$ cat src/rtl/obi_timer_pkg.sv
/*
  Shared OBI types and the timer address map. Only aid, rid and err are
  carried from the optional OBI signal set. Each timer owns a 16-byte window
  and up to 16 windows are decoded above it.
*/
`default_nettype none

package obi_timer_pkg;

  // Transaction id shared by request and response
  typedef logic [3:0] obi_id_t;

  // Request address channel
  typedef struct packed {
    logic [31:0] addr;
    logic        we;
    logic [3:0]  be;
    logic [31:0] wdata;
    obi_id_t     aid;
  } obi_a_chan_t;

  typedef struct packed {
    logic        req;
    obi_a_chan_t a;
  } obi_req_t;

  // Response channel
  typedef struct packed {
    logic [31:0] rdata;
    obi_id_t     rid;
    logic        err;
  } obi_r_chan_t;

  typedef struct packed {
    logic        gnt;
    logic        rvalid;
    obi_r_chan_t r;
  } obi_rsp_t;

  // Low address bits that select a register inside one timer window
  localparam int unsigned TimerAddrBits = 4;

  // Address bits above the window that select the timer
  localparam int unsigned TimerIdxBits = 4;

  // Register byte offsets inside a window
  localparam logic [TimerAddrBits-1:0] CountOffset   = 4'h0;
  localparam logic [TimerAddrBits-1:0] CompareOffset = 4'h4;
  localparam logic [TimerAddrBits-1:0] CtrlOffset    = 4'h8;
  localparam logic [TimerAddrBits-1:0] StatusOffset  = 4'hC;

  // Read data returned with err set
  localparam logic [31:0] ErrorRdata = 32'hBADCAB1E;

  // CTRL fields
  localparam int unsigned CtrlEnableBit    = 0;
  localparam int unsigned CtrlAutoresetBit = 1;

  // STATUS fields, write 1 to clear
  localparam int unsigned StatusExpiredBit  = 0;
  localparam int unsigned StatusOverflowBit = 1;

endpackage

`default_nettype wire

$ cat src/rtl/obi_timer.sv
/*
  One 32-bit timer behind an OBI target with gnt tied high.
  The response is registered and follows the request by one cycle.
  Register writes win over counting in the same cycle.
*/
`timescale 1ns/1ps
`default_nettype none

module obi_timer (
  input  logic                    clk_i,
  input  logic                    rst_ni,
  input  obi_timer_pkg::obi_req_t obi_req_i,
  output obi_timer_pkg::obi_rsp_t obi_rsp_o,
  output logic                    expired_o,
  output logic                    overflow_o
);

  // Timer state
  logic [31:0] count_d, count_q;
  logic [31:0] compare_d, compare_q;
  logic        enable_d, enable_q;
  logic        autoreset_d, autoreset_q;
  logic        expired_d, expired_q;
  logic        overflow_d, overflow_q;

  // Response pipeline
  logic                   rvalid_q;
  logic [31:0]            rdata_d, rdata_q;
  obi_timer_pkg::obi_id_t rid_q;

  logic [31:0]                             be_mask;
  logic [obi_timer_pkg::TimerAddrBits-1:0] reg_off;
  logic                                    expired_event;
  logic                                    overflow_event;

  // Expand byte enables into a bit mask
  for (genvar i = 0; i < 4; i++) begin : gen_be_mask
    assign be_mask[8*i +: 8] = {8{obi_req_i.a.be[i]}};
  end

  // Word aligned offset, bits 1:0 ignored
  assign reg_off = {obi_req_i.a.addr[obi_timer_pkg::TimerAddrBits-1:2], 2'b00};

  assign expired_event  = enable_q && (compare_q != 32'h0) && (count_q >= compare_q);
  assign overflow_event = enable_q && (count_q == 32'hFFFF_FFFF);

  assign expired_o  = expired_q;
  assign overflow_o = overflow_q;

  // Every offset in the window is decoded, so err stays low
  always_comb begin
    obi_rsp_o         = '0;
    obi_rsp_o.gnt     = 1'b1;
    obi_rsp_o.rvalid  = rvalid_q;
    obi_rsp_o.r.rdata = rdata_q;
    obi_rsp_o.r.rid   = rid_q;
  end

  always_comb begin
    count_d     = count_q;
    compare_d   = compare_q;
    enable_d    = enable_q;
    autoreset_d = autoreset_q;
    expired_d   = expired_q;
    overflow_d  = overflow_q;
    rdata_d     = '0;

    // Counting, autoreset takes the expired condition back to zero
    if (autoreset_q && expired_event) begin
      count_d = '0;
    end else if (enable_q) begin
      count_d = count_q + 32'd1;
    end

    if (expired_event) begin
      expired_d = 1'b1;
    end
    if (overflow_event) begin
      overflow_d = 1'b1;
    end

    // Bus access, overrides the counting above
    if (obi_req_i.req) begin
      if (obi_req_i.a.we) begin
        case (reg_off)
          obi_timer_pkg::CountOffset: begin
            count_d = (count_q & ~be_mask) | (obi_req_i.a.wdata & be_mask);
          end
          obi_timer_pkg::CompareOffset: begin
            compare_d = (compare_q & ~be_mask) | (obi_req_i.a.wdata & be_mask);
            count_d   = '0;
          end
          obi_timer_pkg::CtrlOffset: begin
            if (be_mask[obi_timer_pkg::CtrlEnableBit]) begin
              enable_d = obi_req_i.a.wdata[obi_timer_pkg::CtrlEnableBit];
            end
            if (be_mask[obi_timer_pkg::CtrlAutoresetBit]) begin
              autoreset_d = obi_req_i.a.wdata[obi_timer_pkg::CtrlAutoresetBit];
            end
          end
          obi_timer_pkg::StatusOffset: begin
            // Write 1 to clear
            if (be_mask[obi_timer_pkg::StatusExpiredBit] &&
                obi_req_i.a.wdata[obi_timer_pkg::StatusExpiredBit]) begin
              expired_d = 1'b0;
            end
            if (be_mask[obi_timer_pkg::StatusOverflowBit] &&
                obi_req_i.a.wdata[obi_timer_pkg::StatusOverflowBit]) begin
              overflow_d = 1'b0;
            end
          end
          default: begin
          end
        endcase
      end else begin
        case (reg_off)
          obi_timer_pkg::CountOffset: begin
            rdata_d = count_q;
          end
          obi_timer_pkg::CompareOffset: begin
            rdata_d = compare_q;
          end
          obi_timer_pkg::CtrlOffset: begin
            rdata_d[obi_timer_pkg::CtrlEnableBit]    = enable_q;
            rdata_d[obi_timer_pkg::CtrlAutoresetBit] = autoreset_q;
          end
          obi_timer_pkg::StatusOffset: begin
            rdata_d[obi_timer_pkg::StatusExpiredBit]  = expired_q;
            rdata_d[obi_timer_pkg::StatusOverflowBit] = overflow_q;
          end
          default: begin
          end
        endcase
      end
    end
  end

  always_ff @(posedge clk_i or negedge rst_ni) begin
    if (!rst_ni) begin
      count_q     <= '0;
      compare_q   <= '0;
      enable_q    <= 1'b0;
      autoreset_q <= 1'b0;
      expired_q   <= 1'b0;
      overflow_q  <= 1'b0;
      rvalid_q    <= 1'b0;
    end else begin
      count_q     <= count_d;
      compare_q   <= compare_d;
      enable_q    <= enable_d;
      autoreset_q <= autoreset_d;
      expired_q   <= expired_d;
      overflow_q  <= overflow_d;
      rvalid_q    <= obi_req_i.req;
    end
  end

  // Response payload, only meaningful while rvalid is high
  always_ff @(posedge clk_i) begin
    rdata_q <= rdata_d;
    rid_q   <= obi_req_i.a.aid;
  end

endmodule

`default_nettype wire

$ cat src/rtl/obi_timer_demux.sv
/*
  Routes OBI requests to NumTimers timer windows, 1 to 16 of them.
  Requests go through combinationally and responses are picked one cycle
  later. Indices at or above NumTimers get an error response from here.
*/
`timescale 1ns/1ps
`default_nettype none

module obi_timer_demux #(
  parameter int unsigned NumTimers = 4
) (
  input  logic                    clk_i,
  input  logic                    rst_ni,
  input  obi_timer_pkg::obi_req_t obi_req_i,
  output obi_timer_pkg::obi_rsp_t obi_rsp_o,
  output obi_timer_pkg::obi_req_t timer_req_o [NumTimers],
  input  obi_timer_pkg::obi_rsp_t timer_rsp_i [NumTimers]
);

  localparam int unsigned IdxBits = obi_timer_pkg::TimerIdxBits;
  // Width of an index into the timer bank
  localparam int unsigned SelBits = (NumTimers > 1) ? $clog2(NumTimers) : 1;

  logic [IdxBits-1:0]     sel_idx;
  logic                   in_range;
  logic [SelBits-1:0]     sel_q;
  logic                   err_vld_q;
  logic                   we_q;
  obi_timer_pkg::obi_id_t aid_q;

  // Timer index sits just above the register window
  assign sel_idx  = obi_req_i.a.addr[obi_timer_pkg::TimerAddrBits +: IdxBits];
  assign in_range = 32'(sel_idx) < NumTimers;

  // Address and data go to every timer, req only to the selected one
  for (genvar i = 0; i < NumTimers; i++) begin : gen_req
    always_comb begin
      timer_req_o[i]     = obi_req_i;
      timer_req_o[i].req = obi_req_i.req && in_range && (32'(sel_idx) == i);
    end
  end

  always_ff @(posedge clk_i or negedge rst_ni) begin
    if (!rst_ni) begin
      sel_q     <= '0;
      err_vld_q <= 1'b0;
    end else begin
      err_vld_q <= obi_req_i.req && !in_range;
      // Keep the last valid index so the response mux never points past the bank
      if (obi_req_i.req && in_range) begin
        sel_q <= sel_idx[SelBits-1:0];
      end
    end
  end

  // Needed only for the locally built error response
  always_ff @(posedge clk_i) begin
    if (obi_req_i.req) begin
      we_q  <= obi_req_i.a.we;
      aid_q <= obi_req_i.a.aid;
    end
  end

  always_comb begin
    if (err_vld_q) begin
      obi_rsp_o          = '0;
      obi_rsp_o.rvalid   = 1'b1;
      obi_rsp_o.r.err    = 1'b1;
      obi_rsp_o.r.rid    = aid_q;
      obi_rsp_o.r.rdata  = we_q ? 32'h0 : obi_timer_pkg::ErrorRdata;
    end else begin
      obi_rsp_o = timer_rsp_i[sel_q];
    end
    // No back-pressure anywhere in the block
    obi_rsp_o.gnt = 1'b1;
  end

endmodule

`default_nettype wire

$ cat src/rtl/timer_subsystem.sv
/*
  Bank of NumTimers OBI timers behind one target port, 1 to 16 timers.
  Timer i answers at byte offset i*16; flags are level outputs per timer.
*/
`timescale 1ns/1ps
`default_nettype none

module timer_subsystem #(
  parameter int unsigned NumTimers = 4
) (
  input  logic                    clk_i,
  input  logic                    rst_ni,
  input  obi_timer_pkg::obi_req_t obi_req_i,
  output obi_timer_pkg::obi_rsp_t obi_rsp_o,
  output logic [NumTimers-1:0]    expired_o,
  output logic [NumTimers-1:0]    overflow_o
);

  obi_timer_pkg::obi_req_t timer_req [NumTimers];
  obi_timer_pkg::obi_rsp_t timer_rsp [NumTimers];

  obi_timer_demux #(
    .NumTimers (NumTimers)
  ) u_demux (
    .clk_i       (clk_i),
    .rst_ni      (rst_ni),
    .obi_req_i   (obi_req_i),
    .obi_rsp_o   (obi_rsp_o),
    .timer_req_o (timer_req),
    .timer_rsp_i (timer_rsp)
  );

  // One timer per window
  for (genvar i = 0; i < NumTimers; i++) begin : gen_timer
    obi_timer u_timer (
      .clk_i      (clk_i),
      .rst_ni     (rst_ni),
      .obi_req_i  (timer_req[i]),
      .obi_rsp_o  (timer_rsp[i]),
      .expired_o  (expired_o[i]),
      .overflow_o (overflow_o[i])
    );
  end

endmodule

`default_nettype wire

$ cat config.mk
export PLATFORM = sky130hd
export DESIGN_NAME = timer_subsystem
export DESIGN_NICKNAME = d
export VERILOG_FILES = /design/src/rtl/obi_timer_pkg.sv /design/src/rtl/obi_timer.sv /design/src/rtl/obi_timer_demux.sv /design/src/rtl/timer_subsystem.sv
export SDC_FILE = /design/constraint.sdc
export NUM_CORES = 1
export LEC_CHECK = 0
export BUFFER_PORTS_ARGS = -buffer_cell sky130_fd_sc_hd__buf_4
export CORE_MARGIN = 2
export CORE_UTILIZATION = 58
export CTS_CLUSTER_DIAMETER = 30
export DETAILED_ROUTE_END_ITERATION = 6
export HOLD_SLACK_MARGIN = 0.15
export PLACE_DENSITY = 0.79
export SYNTH_ARGS = -nofsm -noshare
export SYNTH_HDL_FRONTEND = slang
export SYNTH_HIERARCHICAL = 1
export SYNTH_SLANG_ARGS = --single-unit
$ cat constraint.sdc
create_clock -name clk_i -period 6.4 [get_ports clk_i]
set_input_delay 0.32 -clock clk_i [delete_from_list [all_inputs] [get_ports clk_i]]
set_output_delay 0.32 -clock clk_i [all_outputs]
set_load 0.1 [all_outputs]
After elaboration in Yosys (flattened, before gate mapping)
Index checks and enable logic that the tools add are counted.

Register bits after elaboration: 416. Input port bits: 76. Output and inout bits: 47. Word-level logic and storage cells: 196.

$add $sub $neg: 4. Order comparisons: 6. Eq/ne operators: 10. Muxes and demuxes: 73. Bitwise gates (word level): 23. Reduce and logical (&&, ||, !) cells: 43.

Operators with widths (count): 2-to-1 mux 32 bit (17); bitwise AND 32 bit (9); OR 32 bit (8); one-hot mux 32 bit (2 select lines) (4); one-hot mux 30 bit (2 select lines) (4); adder 32 x 1 -> 32 bit, second input constant (4); equality test 32 bit, second input constant (4); >= comparator 32 bit (4); nonzero test 32 bit (4); 2-to-1 mux 38 bit (3); binary-select mux 39 bit (select 2 bit) (1); 2-to-1 mux 1 bit (40); NOT 32 bit (1); one-hot mux 2 bit (4 select lines) (4); logical AND 1 bit (24); AND reduction 4 bit (4); AND reduction 3 bit (4); equality test 4 x 2 -> 1 bit, second input constant (2); zero test 4 bit (2); OR reduction 2 bit (4); equality test 2 bit, second input constant (2); equality test 4 x 1 -> 1 bit, second input constant (1); less-than comparator 4 x 3 -> 1 bit, second input constant (1); NOT 1 bit (4); other kinds (4) (4).

Depth between registers and ports, before layout
Depth in word-level cells: 8. Depth in mapped cells: 11. Mapped depth without buffers: 9.

Modules after synthesis
The synthesis kept the hierarchy.

Modules (own cells, without submodules): obi_timer (gen_timer[0].u_timer ...) (times used 3, cells each 612, area an instance 5734.2 µm², seq. area each 2447.3 µm²); obi_timer (gen_timer[3].u_timer) (times used 1, cells each 595, area an instance 5565.3 µm², seq. area each 2447.3 µm²); obi_timer_demux (times used 1, cells each 442, area an instance 3786.1 µm², seq. area each 225.2 µm²).

Worst setup path before layout
Ideal clock, no wire load.

Kind: register to output. Start: register u_demux.sel_q[0]. End: output obi_rsp_o[1] (netlist bit). Data arrival time: 3149 ps. Data required time: 6080 ps. Path slack: 2931 ps. Cell stages (with the launch flop): 6. Path buffers: 3. Cell sequence: dfrtp_1 -> buf_6 -> buf_12 -> buf_8 -> a211oi_1 -> a221oi_1.

RTL lines: from (decl) (line obi_timer_demux.sv:26) `logic [SelBits-1:0] sel_q;`; from (signal assigned) (line obi_timer_demux.sv:51) `sel_q <= sel_idx[SelBits-1:0];`; to (decl) (line timer_subsystem.sv:14) `output obi_timer_pkg::obi_rsp_t obi_rsp_o,`.

==> reports/qor.txt <==
outcome = finished, final reports clean
IO Count = 123
area growth from synthesis to layout = 13.3%
Worst-Margin Slew = 1.18 ns
DRC Markers = 0
drt wl/cell = 24.1 um
H-Tree Depth = 3
Routed WL = 81200 um
Worst Path Class, Setup = register to output port
Util after Layout = 66.9%
layout cells sized above 1 = 16.4%
CP endpoint kind = output port
Die Y = 214 um
max-cap viol count = 0
Sink Count = 428
Cells after Synth = 2745
Final Hold Viols = 0
global-route wire length before repair = 123000 um
clock-pin slew on the worst setup and hold paths = 0.06 ns
Layout Skew = 0.0167 ns
pwr/cell area = 324 nW/um^2
RR Endpoint = gen_timer[1].u_timer/count_q[15]$_DFF_PN0_
final setup fails = 0
Port Buf Inserts = 95
Rows = 76
hold endpoint = gen_timer[1].u_timer/count_q[21]$_DFF_PN0_
Lkg Pwr = 0.0134 uW
synthesized area = 25600 um^2
highest fanout seen on the critical path = 23
largest net degree at the start of global routing = 149
final period utilization = 59.2%
vias in the first global route = 21.1k
fin. max-slew vios = 0
GP Congestion = 0.980
CP Data Arrival Time = 3.47 ns
Final min period = 3.79 ns
setup TNS = 0 ns
syn_nets = 2953
worst hold path depth = 3
Worst-Skew Late Latency = 0.61 ns
drt first-iter violations = 2474
worst reg2reg setup slack = 2.67 ns
min-delay src = obi_req_i[38]
post-route ant nets = 0
TritonRoute pass-1 iters = 6
nets = 2913
Congestion Overflow GR = 0
Worst setup SP type = register
clock buffer depth = 3
Worst EP required = 6.08 ns
TritonCTS clock tree = done
r2r worst-path depth = 8
Initial Util = 59.1%
Slew Limit Headroom = 21.1%
postcts setup bufs = 0
Total GRT Usage = 34.6%
Vias/cell = 6.54
VDD IR-drop max = 0.250 mV
Core Area = 43400 um^2
RSZ-0062 raised after global routing = no
synth warn = 6
average cell area after synthesis = 9.33 um^2
detailed-route via count = 22.0k
Root Driver = clkbuf_16
Die ar. = 45800 um^2
total CTS buffers = 89
hpwl dp = 55700 um
FMAX = 0.264 GHz
initial antenna violation count = 4
Die Wd = 214 um
Hold Path Class = input pin to register
-- final cells by class --
| cell class | count | area [um^2] |
|---|---|---|
| antenna | 3 | 7.51 |
| clock buffer | 100 | 2380 |
| clock inverter | 68 | 852 |
| fill | 3371 | 14300 |
| inverter | 211 | 792 |
| multi-input combinational | 1807 | 12800 |
| sequential | 428 | 10000 |
| tap | 585 | 732 |
| timing repair buffer | 168 | 1410 |
-- routing by layer --
layer | vias up | GRT usage (%) | part of all wire [%]
met5 | - | 0 | 0
met1 | 10700 | 44.5 | 38
met2 | 1364 | 54.0 | 45
li1 | 9653 | - | -
met3 | 300 | 8.33 | 11
met4 | 0 | 19.1 | 5.7
-- worst max-delay path: stages (launching register included) --
cell and delay [ns]:
dfrtp_1 1.02, nand2b_1 0.85, o221ai_1 0.56, buf_4 0.41
-- how the worst max path moves through the flow --
stage,from,to,depth (start not counted)
floorplan,u_demux/sel_q[0]$_DFFE_PN0P_,obi_rsp_o[1],5
global placement,obi_req_i[73],gen_timer[0].u_timer/count_q[29]$_DFF_PN0_,9
detailed placement,obi_req_i[73],gen_timer[0].u_timer/count_q[15]$_DFF_PN0_,9
CTS,gen_timer[3].u_timer/count_q[19]$_DFF_PN0_,gen_timer[3].u_timer/count_q[13]$_DFF_PN0_,9
global route,obi_req_i[73],gen_timer[0].u_timer/count_q[31]$_DFF_PN0_,10
finish,u_demux/err_vld_q$_DFF_PN0_,obi_rsp_o[27],3
-- what timing repair did --
action / 4_1_cts / 5_1_grt
hold endpoints to repair: 351 / 0
hold buffers: 47 / 0
resized for setup: 0 / 0
-- metrics by stage --
step / setup WS, ns / hold slack [ns] / total power [uW] / std cells / cell area (um^2)
2_1_floorplan: 2.93 / 0.0244 / 4100 / 2745 / 25600
3_5_place_dp: 2.77 / 0.343 / 4480 / 3152 / 25300
5_1_grt: 2.53 / 0.223 / 9700 / 3367 / 29000
3_3_place_gp: 2.90 / 0.343 / 4420 / 3152 / 25300
6_report: 2.61 / 0.227 / 9410 / 3370 / 29000
4_1_cts: 2.76 / 0.206 / 9410 / 3367 / 29000
-- power by group --
part	internal, uW	switching (uW)	total [uW]
Sequential	2860	269	3130
Combinational	497	884	1380
Clock	3230	1670	4900
Total	6590	2820	9410
-- cell usage in the layout, fill, tap and decap left out, drive strengths merged, types with 10 or more instances in the layout --
cell	n
clkinv	28
a41oi	15
dfxtp	144
a22oi	64
and3	100
a21oi	113
bufinv	12
nor2b	19
mux2i	181
nand4	53
buf	120
a31oi	20
dlygate4sd3	47
nand2	201
nand2b	12
and2	10
inv	233
nand3	70
mux4	23
nor3	77
nor4	55
o211ai	12
a211oi	14
ha	132
o221ai	22
dfrtp	279
clkbuf	101
a32oi	23
o21ai	178
mux2	105
nor2	198
Power figures use the tool's default switching activity.
